[src/chess_types_pkg.sv]
`default_nettype none

package chess_types_pkg;

    localparam int SQUARE_BITS = 6;
    localparam int PIECE_BITS  = 4;
    localparam int EVAL_BITS   = 16;

    // square index 0 to 63
    typedef logic [SQUARE_BITS-1:0] square_t;

    // promo is zero for a plain move
    typedef struct packed {
        square_t               from_sq;
        square_t               to_sq;
        logic [PIECE_BITS-1:0] promo;
    } move_t;

    // centipawns, higher is better for the side to move
    typedef logic signed [EVAL_BITS-1:0] eval_t;

endpackage

`default_nettype wire

[src/move_order_pkg.sv]
`default_nettype none

package move_order_pkg;

    localparam int MAX_MOVES   = 63;
    localparam int MAX_DEPTH   = 32;
    localparam int NUM_SORTERS = 2;

    localparam int DEPTH_BITS = $clog2(MAX_DEPTH);
    localparam int IDX_BITS   = $clog2(MAX_MOVES + 1);
    localparam int LEN_BITS   = IDX_BITS + 1;

    // one slot of 2**IDX_BITS words per depth
    localparam int RAM_DEPTH = MAX_DEPTH * (1 << IDX_BITS);

    // read register plus output register
    localparam int READ_LATENCY = 2;

    typedef logic [DEPTH_BITS-1:0]          depth_t;
    typedef logic [IDX_BITS-1:0]            move_idx_t;
    typedef logic [LEN_BITS-1:0]            list_len_t;
    typedef logic [DEPTH_BITS+IDX_BITS-1:0] stack_addr_t;

endpackage

`default_nettype wire

[src/sorter_drain_arbiter.sv]
`timescale 1ns/1ps
`default_nettype none

module sorter_drain_arbiter (
    input  wire                          clk_in,
    input  wire                          rst_in,
    input  wire                          open_in,
    input  wire                          close_in,
    input  wire move_order_pkg::depth_t  depth_in,
    input  wire                          move_valid_in,
    input  wire move_order_pkg::list_len_t [move_order_pkg::NUM_SORTERS-1:0] sort_len,
    input  wire chess_types_pkg::move_t [move_order_pkg::NUM_SORTERS-1:0]    sort_top_move,
    output logic [move_order_pkg::NUM_SORTERS-1:0] insert,
    output logic [move_order_pkg::NUM_SORTERS-1:0] dequeue,
    output logic                         wr_en,
    output move_order_pkg::stack_addr_t  wr_addr,
    output chess_types_pkg::move_t       wr_move,
    output logic                         free_out,
    output logic                         idle_out,
    output move_order_pkg::list_len_t    list_len_out,
    output logic                         list_len_valid_out
);
    import move_order_pkg::*;
    import chess_types_pkg::*;

    // busy from open until the sorter is empty again
    logic [NUM_SORTERS-1:0] busy;
    logic [NUM_SORTERS-1:0] filling;
    logic [NUM_SORTERS-1:0] draining;
    logic [NUM_SORTERS-1:0] open_pick;
    logic [NUM_SORTERS-1:0] drain_pick;

    depth_t    [NUM_SORTERS-1:0] sort_depth;
    move_idx_t [NUM_SORTERS-1:0] drain_idx;

    depth_t    drain_depth;
    move_idx_t drain_pos;
    move_t     drain_move;
    list_len_t fill_len;

    always_comb begin
        logic found_free;
        logic found_drain;
        found_free  = 1'b0;
        found_drain = 1'b0;
        open_pick   = '0;
        drain_pick  = '0;
        drain_depth = '0;
        drain_pos   = '0;
        drain_move  = '0;
        fill_len    = '0;
        for (int i = 0; i < NUM_SORTERS; i++) begin
            if (!found_free && !busy[i] && sort_len[i] == '0) begin
                found_free   = 1'b1;
                open_pick[i] = 1'b1;
            end
            // closed and still holding moves
            if (!found_drain && busy[i] && !filling[i] && sort_len[i] != '0) begin
                found_drain   = 1'b1;
                drain_pick[i] = 1'b1;
            end
            // draining and filling are one-hot, so OR works as a mux
            if (draining[i]) begin
                drain_depth = drain_depth | sort_depth[i];
                drain_pos   = drain_pos | drain_idx[i];
                drain_move  = drain_move | sort_top_move[i];
            end
            if (filling[i]) begin
                fill_len = fill_len | sort_len[i];
            end
            insert[i]  = filling[i] && move_valid_in;
            dequeue[i] = draining[i] && sort_len[i] != '0;
        end
    end

    always_ff @(posedge clk_in) begin
        if (rst_in) begin
            busy               <= '0;
            filling            <= '0;
            draining           <= '0;
            drain_idx          <= '0;
            wr_en              <= 1'b0;
            list_len_valid_out <= 1'b0;
        end else begin
            for (int i = 0; i < NUM_SORTERS; i++) begin
                if (open_in && open_pick[i]) begin
                    busy[i]      <= 1'b1;
                    filling[i]   <= 1'b1;
                    drain_idx[i] <= '0;
                end
                if (close_in && filling[i]) begin
                    filling[i] <= 1'b0;
                    // an empty list hands its sorter back right away
                    if (sort_len[i] == '0) begin
                        busy[i] <= 1'b0;
                    end
                end
                if (draining == '0 && drain_pick[i]) begin
                    draining[i] <= 1'b1;
                end
                if (dequeue[i]) begin
                    drain_idx[i] <= drain_idx[i] + 1'b1;
                    if (sort_len[i] == list_len_t'(1)) begin
                        draining[i] <= 1'b0;
                        busy[i]     <= 1'b0;
                    end
                end
            end
            wr_en              <= |dequeue;
            list_len_valid_out <= close_in && |filling;
        end
    end

    always_ff @(posedge clk_in) begin
        for (int i = 0; i < NUM_SORTERS; i++) begin
            if (open_in && open_pick[i]) begin
                sort_depth[i] <= depth_in;
            end
        end
        wr_addr      <= {drain_depth, drain_pos};
        wr_move      <= drain_move;
        list_len_out <= fill_len;
    end

    assign free_out = |open_pick;
    // wait for the last write to land before reporting idle
    assign idle_out = !(|busy) && !wr_en;

endmodule

`default_nettype wire

[config.mk]
export PLATFORM = sky130hd
export DESIGN_NAME = sorter_drain_arbiter
export DESIGN_NICKNAME = d
export VERILOG_FILES = /design/src/chess_types_pkg.sv /design/src/move_order_pkg.sv /design/src/sorter_drain_arbiter.sv
export SDC_FILE = /design/constraint.sdc
export NUM_CORES = 1
export LEC_CHECK = 0
export BUFFER_PORTS_ARGS = -buffer_cell sky130_fd_sc_hd__clkbuf_2
export CAP_MARGIN = 0
export CELL_PAD_IN_SITES_DETAIL_PLACEMENT = 1
export CELL_PAD_IN_SITES_GLOBAL_PLACEMENT = 2
export CORE_MARGIN = 3
export CORE_UTILIZATION = 31
export DETAILED_ROUTE_END_ITERATION = 12
export PLACE_DENSITY = 0.85
export REMOVE_ABC_BUFFERS = 1
export SYNTH_ARGS = -nofsm -noshare
export SYNTH_HDL_FRONTEND = slang
export SYNTH_SLANG_ARGS = --single-unit
export TNS_END_PERCENT = 10
[constraint.sdc]
create_clock -name clk_in -period 3.8 [get_ports clk_in]
set_clock_uncertainty 0.1 [all_clocks]
set_input_delay 0.95 -clock clk_in [delete_from_list [all_inputs] [get_ports clk_in]]
set_output_delay 0.95 -clock clk_in [all_outputs]
set_load 0.03 [all_outputs]
### Word-level counts from Yosys, hierarchy flattened

Cells that the tools add are included.

* register bits after elaboration: 64
* output and inout port bits: 42
* input bits: 56

* bitwise gates (word level): 4
* add/subtract/negate cells: 2
* equal/unequal tests: 2
* muxes and demuxes: 32
* reductions and logical operators: 41

Operators with widths (number)
* $mux 6: 6
* $mux 16: 2
* $logic_and 1x1->1: 20
* $mux 1: 20
* $or 16x16->16: 1
* $eq 7x1->1 const B: 2
* $logic_not 7->1: 2
* $mux 7: 2
* $reduce_bool 7->1: 2
* $add 6x1->6 const B: 2
* $reduce_or 2->1: 6
* $mux 5: 2
* $logic_not 1->1: 8
* $or 7x7->7: 1
* $or 6x6->6: 1
* $or 5x5->5: 1
* $reduce_bool 2->1: 2
* $logic_not 2->1: 1

### Depth between registers and ports, before layout

Gate-level depths: netlist of run 1.

* depth in word-level cells: 13
* gate-level depth with buffers: 5
* depth with buffers taken out: 5

### Worst setup path before layout of run 1

OpenSTA, ideal clock, no wires.

* kind: input -> output
* start point: input sort_len[5] (netlist bit)
* end point: output free_out
* path buffers: 0
* path slack: 0.590 ns
* stages: 3
* data required time: 2.750 ns
* arrival time: 2.160 ns
* cell sequence: or4_4 > nor3_2 > o21bai_1

* longest elaborated chain between the ends: 8

Ends and longest elaborated chain
* start, declared: RTL line sorter_drain_arbiter.sv:11 `input wire move_order_pkg::list_len_t [move_order_pkg::NUM_SORTERS-1:0] sort_len,`
* $logic_not 7->1 *: RTL line sorter_drain_arbiter.sv:53 `if (!found_free && !busy[i] && sort_len[i] == '0) begin`
* $logic_and 1x1->1 *: RTL line sorter_drain_arbiter.sv:53
* $mux 1 *: RTL line sorter_drain_arbiter.sv:53
* $logic_not 1->1: RTL line sorter_drain_arbiter.sv:53
* $logic_and 1x1->1 (2 in series): RTL line sorter_drain_arbiter.sv:53
* $mux 1: RTL line sorter_drain_arbiter.sv:53
* $reduce_or 2->1 *: RTL line sorter_drain_arbiter.sv:125 `assign free_out = |open_pick;`
* end, declared: RTL line sorter_drain_arbiter.sv:18 `output logic free_out,`

Mark *: on every way between the ends. The rest lies on a longest branch, timed or not.

### Worst setup path after layout of run 1

Same ends and word-level chain as after synthesis.

==> results of run 1 <==
## final cells by class
type                    count  area share (%)
multi-input cells         129            29.7
well taps                  99            3.85
flip-flops and latches     64            42.9
inverters                   6           0.699
clock inverters             6            2.10
repair buffers            103            16.5
clock buffers              10            4.27
## kinds of logic (layout without fill, tap and decap cells)
family	count (synthesis)	count (layout)	synth area share (%)
multiplexers	2	2	0.881
buffers and inverters	17	125	3.16
AND/OR/NAND/NOR	58	58	14.3
AO/OA/AOI/OAI	66	66	23.1
XOR/XNOR	1	1	0.363
adder cells (fa/ha/maj)	2	2	1.04
flip-flops	64	64	57.2
## path summary, 6_finish.rpt
kind | startpoint | to | slack, ns | depth (start not counted)
worst min register to register | sort_depth[3] | wr_addr[9] | 0.36 | 1
worst max register to register | draining[1] | draining[0] | 2.03 | 5
worst min-delay path | sort_depth[3] | wr_addr[9] | 0.36 | 1
worst max-delay path | sort_len[5] | free_out | 0.47 | 5
## cell usage after synthesis (all sizes together) (3+ instances only)
cell    number
clkbuf       8
nand2        8
o21ai        8
inv          6
dfxtp       54
and2         3
a21oi        5
nor4         5
nor3        10
or3          3
nand3        5
nor2        10
a22o        36
nand3b       3
o211ai       3
edfxtp      10
## flip-flops by register name (all words and copies together), names as in the netlist
register and flops:
drain_idx 12, sort_depth 10, list_len_out 7, wr_addr 11
filling 2, wr_move 16, wr_en 1, draining 2
busy 2, list_len_valid_out 1
## worst max-delay path, stage by stage
cell and delay [ns]:
clkbuf_2 0.10, or4_4 0.60, nor3_2 0.22, o21bai_1 0.16
clkbuf_2 0.23
## where the power goes
| part | switching (mW) | total, mW | internal, mW |
|---|---|---|---|
| Combinational | 0.0319 | 0.0587 | 0.0268 |
| Sequential | 0.00111 | 0.690 | 0.689 |
| Clock | 0.268 | 0.591 | 0.323 |
| Total | 0.301 | 1.34 | 1.04 |
## per-layer routing
metal | up-vias | part of all wire, % | track usage (%)
li1 | 1005 | - | -
met3 | 7 | 8.7 | 4.01
met1 | 972 | 42 | 17.3
met2 | 77 | 48 | 25.8
met4 | 0 | 1.5 | 7.46
met5 | - | 0 | 0
==> metrics.md, run 1 <==
| Metric | Value |
|---|---|
| First-pass GRT wire length | `10300 um` |
| Most frequent cells in the layout | `clkbuf_2 (97), dfxtp_1 (54), a22o_1 (33)` |
| Placed standard-cell area | `3020 um2` |
| Top-area cell type share of the netlist area | `44.8%` |
| Arr. time, crit path | `2.28 ns` |
| Fin. max-slew vios | `0` |
| Synth area leaders | `dfxtp_1 (45%), edfxtp_1 (12%), a22o_1 (12%)` |
| Share of layout cells above drive strength 1 | `42.5%` |
| Row count | `31` |
| RSZ-0062 raised after global routing | `no` |
| Sequential-to-total area share from yosys stat | `57.2%` |
| CTS tree | `built` |
| # resized after CTS | `0` |
| Largest area contributor in the synthesized netlist | `dfxtp_1` |
| Antenna Diode Count | `0` |
| Cell area after synthesis | `2410 um2` |
| Critical path startpoint category | `input pin` |
| First-pass detailed-route iteration total | `4` |
| Routed vias/inst | `4.94` |
| Max clock buf depth | `2` |
| Die Span X | `94.3 um` |
| Congestion Overflow GR | `0` |
| Largest net degree at the start of global routing | `32` |
| Nets | `371` |
| CORE AREA | `7410 um2` |
| PD cells | `416 nW/um2` |
| Footprint of the multi-input gates | `957 um2` |
| Initial DRC count | `69` |
| Final period util | `87.6%` |
| Register area | `1380 um2` |
| Cells after Synth | `210` |
| Root buffer cell | `clkbuf_8` |
| Ports | `98` |
| Synth-to-layout area growth | `33.4%` |
| CP Class | `in2out` |
| Place WS | `0.468 ns` |
| Final Non-Filler Cells | `417` |
| Clk sink count | `64` |
| Final setup viols | `0` |
| CTS Hold Bufs | `0` |
| Placed cell count | `401` |
| Async S/R FF share, synth | `0%` |
| Residual DRC | `0` |
| CP Capture Type | `output pin` |
| Ys Warns | `0` |
| IO Port Bufs | `97` |
| Vias after detailed routing | `2061` |
| GPL Wtd Cong | `0.761` |
| Fin util | `43.5%` |
| Total wire length | `6690 um` |
| PnR worst setup slack | `0.473 ns` |
| Synth cell types | `48` |
| Register bit total from synthesis | `64` |
| Fill cells | `865` |
| Main synth FF type | `dfxtp_1` |
| Reg clk slew, reported paths | `0.07 ns` |
| Critical Path Fanout Max | `4` |
| Vias in the first global route | `2105` |
| Max IR drop VDD | `0.187 mV` |
| # Max-Cap Violations | `0` |
| Slew of the pin with the lowest slew margin | `0.554 ns` |
| Setup TNS | `0 ns` |
| Post-synth EDFFs | `10` |
| Routed Antenna Nets | `0` |
| Initial antenna violation count | `0` |
| WP data required | `2.75 ns` |
| Status | `complete, no violations` |
| Routed WL per cell | `16.1 um` |
| Most common cell after layout, fill and taps aside | `clkbuf_2` |
| Mapped Avg Cell Area | `11.5 um2` |
| GRT Overall Usage | `15.1%` |
| Tot Pwr | `1.34 mW` |
| Final Hold Viols | `0` |
| Final design instance area without fill | `3220 um2` |
| Clock Latency Late Sink | `0.34 ns` |
| Min cycle time layout | `3.33 ns` |
| Setup bufs post-CTS | `0` |
| Die height | `94.3 um` |
| Rel. slew slack | `62.8%` |
| Total CTS buffers | `9` |
| Initial Utilization | `32.6%` |
| Die area | `8880 um2` |
| Worst hold path type | `reg2reg` |
| Fmax | `301 MHz` |
| Hold Slack | `0.360 ns` |
| DP Wirelength | `4900 um` |
| H-tree depth | `3` |
| Cell leakage power | `1.38 nW` |
(Power assumes the default switching activity.)
==> inputs of run 2 (changes only) <==
Settings changed: ABC_AREA set to 1, CORE_UTILIZATION 31 to 29.
==> metrics.md, run 2 <==
| Metric | Value |
|---|---|
| Status | `complete, no violations` |
| Largest net degree at the start of global routing | `27` |
| CTS Hold Bufs | `0` |
| R2r startpoint | `drain_idx[0]` |
| Routed vias/inst | `4.68` |
| IO Port Bufs | `97` |
| Placed cell count | `437` |
| Cell area after synthesis | `2370 um2` |
| End of the worst register-to-register path | `drain_idx[4]` |
| CP Capture Type | `output pin` |
| First-pass GRT wire length | `10200 um` |
| Die Span X | `96.4 um` |
| Final period util | `78.6%` |
| Slew of the pin with the lowest slew margin | `0.321 ns` |
| Largest area contributor in the synthesized netlist | `dfxtp_1` |
| CP startpoint | `sort_len[2]` |
| Most frequent cells in the layout | `clkbuf_2 (97), dfxtp_1 (54), nand2_1 (38), a22o_1 (24), inv_1 (19)` |
| Ports | `98` |
| # resized after CTS | `0` |
| Mapped Avg Cell Area | `9.72 um2` |
| Clk sink count | `64` |
| Fill cells | `953` |
| WHS Path Cells | `1` |
| Die height | `96.4 um` |
| Tot Pwr | `1.32 mW` |
| Hold Path Sink | `wr_addr[10]` |
| First-pass detailed-route iteration total | `4` |
| Commonest cells in the synthesized netlist | `dfxtp_1 (54), nand2_1 (38), a22o_1 (24)` |
| Setup TNS | `0 ns` |
| RSZ-0062 raised after global routing | `no` |
| Top-area cell type share of the netlist area | `45.6%` |
| Congestion Overflow GR | `0` |
| CTS tree | `built` |
| R2R cell count | `6` |
| Arr. time, crit path | `1.94 ns` |
| Clock Latency Late Sink | `0.34 ns` |
| Nets | `404` |
| Cell leakage power | `1.43 nW` |
| Routed Antenna Nets | `0` |
| Hold Slack | `0.345 ns` |
| Synth-to-layout area growth | `33.2%` |
| # Max-Cap Violations | `0` |
| CORE AREA | `7850 um2` |
| Vias in the first global route | `2119` |
| Worst hold path type | `reg2reg` |
| Rel. slew slack | `78.6%` |
| Die area | `9300 um2` |
| Final Hold Viols | `0` |
| CP Class | `in2out` |
| Most flops, register | `wr_move` |
| Initial Utilization | `30.2%` |
| WP data required | `2.75 ns` |
| Synth area leaders | `dfxtp_1 (46%), edfxtp_1 (13%), a22o_1 (8.9%)` |
| Cells after Synth | `244` |
| Reg clk slew, reported paths | `0.08 ns` |
| PD cells | `418 nW/um2` |
| H-tree depth | `3` |
| Min-delay src | `sort_depth[9]` |
| Register bit total from synthesis | `64` |
| Vias after detailed routing | `2120` |
| Routed WL per cell | `15.3 um` |
| Synth cell types | `32` |
| Root buffer cell | `clkbuf_8` |
| R2R setup slack | `2.34 ns` |
| Total CTS buffers | `9` |
| Main synth FF type | `dfxtp_1` |
| Antenna Diode Count | `0` |
| Fin. max-slew vios | `0` |
| Final setup viols | `0` |
| Critical path startpoint category | `input pin` |
| Initial DRC count | `65` |
| Async S/R FF share, synth | `0%` |
| Final Non-Filler Cells | `453` |
| Most common cell in the netlist | `dfxtp_1` |
| Largest regs | `wr_move x16, drain_idx x12, wr_addr x11` |
| Largest register FFs | `16` |
| GRT Overall Usage | `14.7%` |
| Most common cell after layout, fill and taps aside | `clkbuf_2` |
| Post-synth EDFFs | `10` |
| Initial antenna violation count | `0` |
| Setup bufs post-CTS | `0` |
| GPL Wtd Cong | `0.743` |
| Max clock buf depth | `2` |
| Fmax | `335 MHz` |
| Critical Path Fanout Max | `9` |
| Ys Warns | `0` |
| Sequential-to-total area share from yosys stat | `58.2%` |
| Max IR drop VDD | `0.138 mV` |
| Share of layout cells above drive strength 1 | `39.0%` |
| DP Wirelength | `5200 um` |
| Row count | `32` |
| Min cycle time layout | `2.99 ns` |
| Residual DRC | `0` |
| Total wire length | `6930 um` |
[run 2: cell types whose count changed after synthesis, moves of 4 or more]
cell      change
nand2_1      +30
a21oi_1      +12
nor3_1        -5
nand3_1      +10
o21ai_0       +5
clkbuf_1      -4
nor4_1        -4
inv_1        +15
a22o_1        -9
[run 2: logic make-up (layout without fill, tap and decap cells)]
logic type	count (synthesis)	count (layout)	share of synthesized area [%]
DFF	64	64	58.2
and+or+nand+nor	83	83	17.1
xor gates and xnor gates	2	2	0.739
AOI/OAI and AO/OA	61	61	17.5
buffers and inverters	32	139	5.43
adders and majority gates	2	2	1.05
[run 2: where the power goes]
group	switching, mW	internal [mW]	total, mW
sequential	0.00108	0.689	0.690
clock	0.271	0.303	0.574
combinational	0.0299	0.0261	0.0560
total	0.302	1.02	1.32
[run 2: critical path, cell delays in order]
cell and delay, ns:
clkbuf_2 0.08, inv_1 0.06, nand2_1 0.08, nor2_1 0.19
nand2_1 0.15, nand2_4 0.14, inv_2 0.09, clkbuf_2 0.19
[run 2: per-layer routing]
| layer | vias up | part of all wire (%) | track usage (%) |
|---|---|---|---|
| met3 | 6 | 11 | 6.20 |
| li1 | 1036 | - | - |
| met2 | 81 | 46 | 24.3 |
| met4 | 0 | 0.72 | 4.56 |
| met1 | 997 | 43 | 17.2 |
| met5 | - | 0 | 0 |
[run 2: area by class of cell]
type	instances	area (um2)	area share, %
Clock inverter	7	71.3	2.26
Timing Repair Buffer	99	500	15.8
Multi-Input combinational cell	148	862	27.3
Clock buffer	9	124	3.92
Sequential cell	64	1380	43.7
Inverter	24	92.6	2.93
Tap cell	102	128	4.04
[run 2: worst max-delay path by stage]
| stage | endpoint | slack, ns | depth (start not counted) |
|---|---|---|---|
| 2_1_floorplan | free_out | 0.71 | 5 |
| 3_3_place_gp | free_out | 0.84 | 7 |
| 3_5_place_dp | dequeue[0] | 0.81 | 8 |
| 4_1_cts | free_out | 0.81 | 7 |
| 5_1_grt | free_out | 0.68 | 7 |
| 6_report | dequeue[0] | 0.81 | 8 |
[run 2: through the flow]
step	utilization (%)	worst slack, ns	instance area, um2
after global routing	40.3	0.676	3160
after floorplan	-	0.707	2340
after CTS	40.3	0.808	3160
final	40.3	0.815	3160
after detailed placement	37.8	0.809	2960
after global placement	37.8	0.835	2960
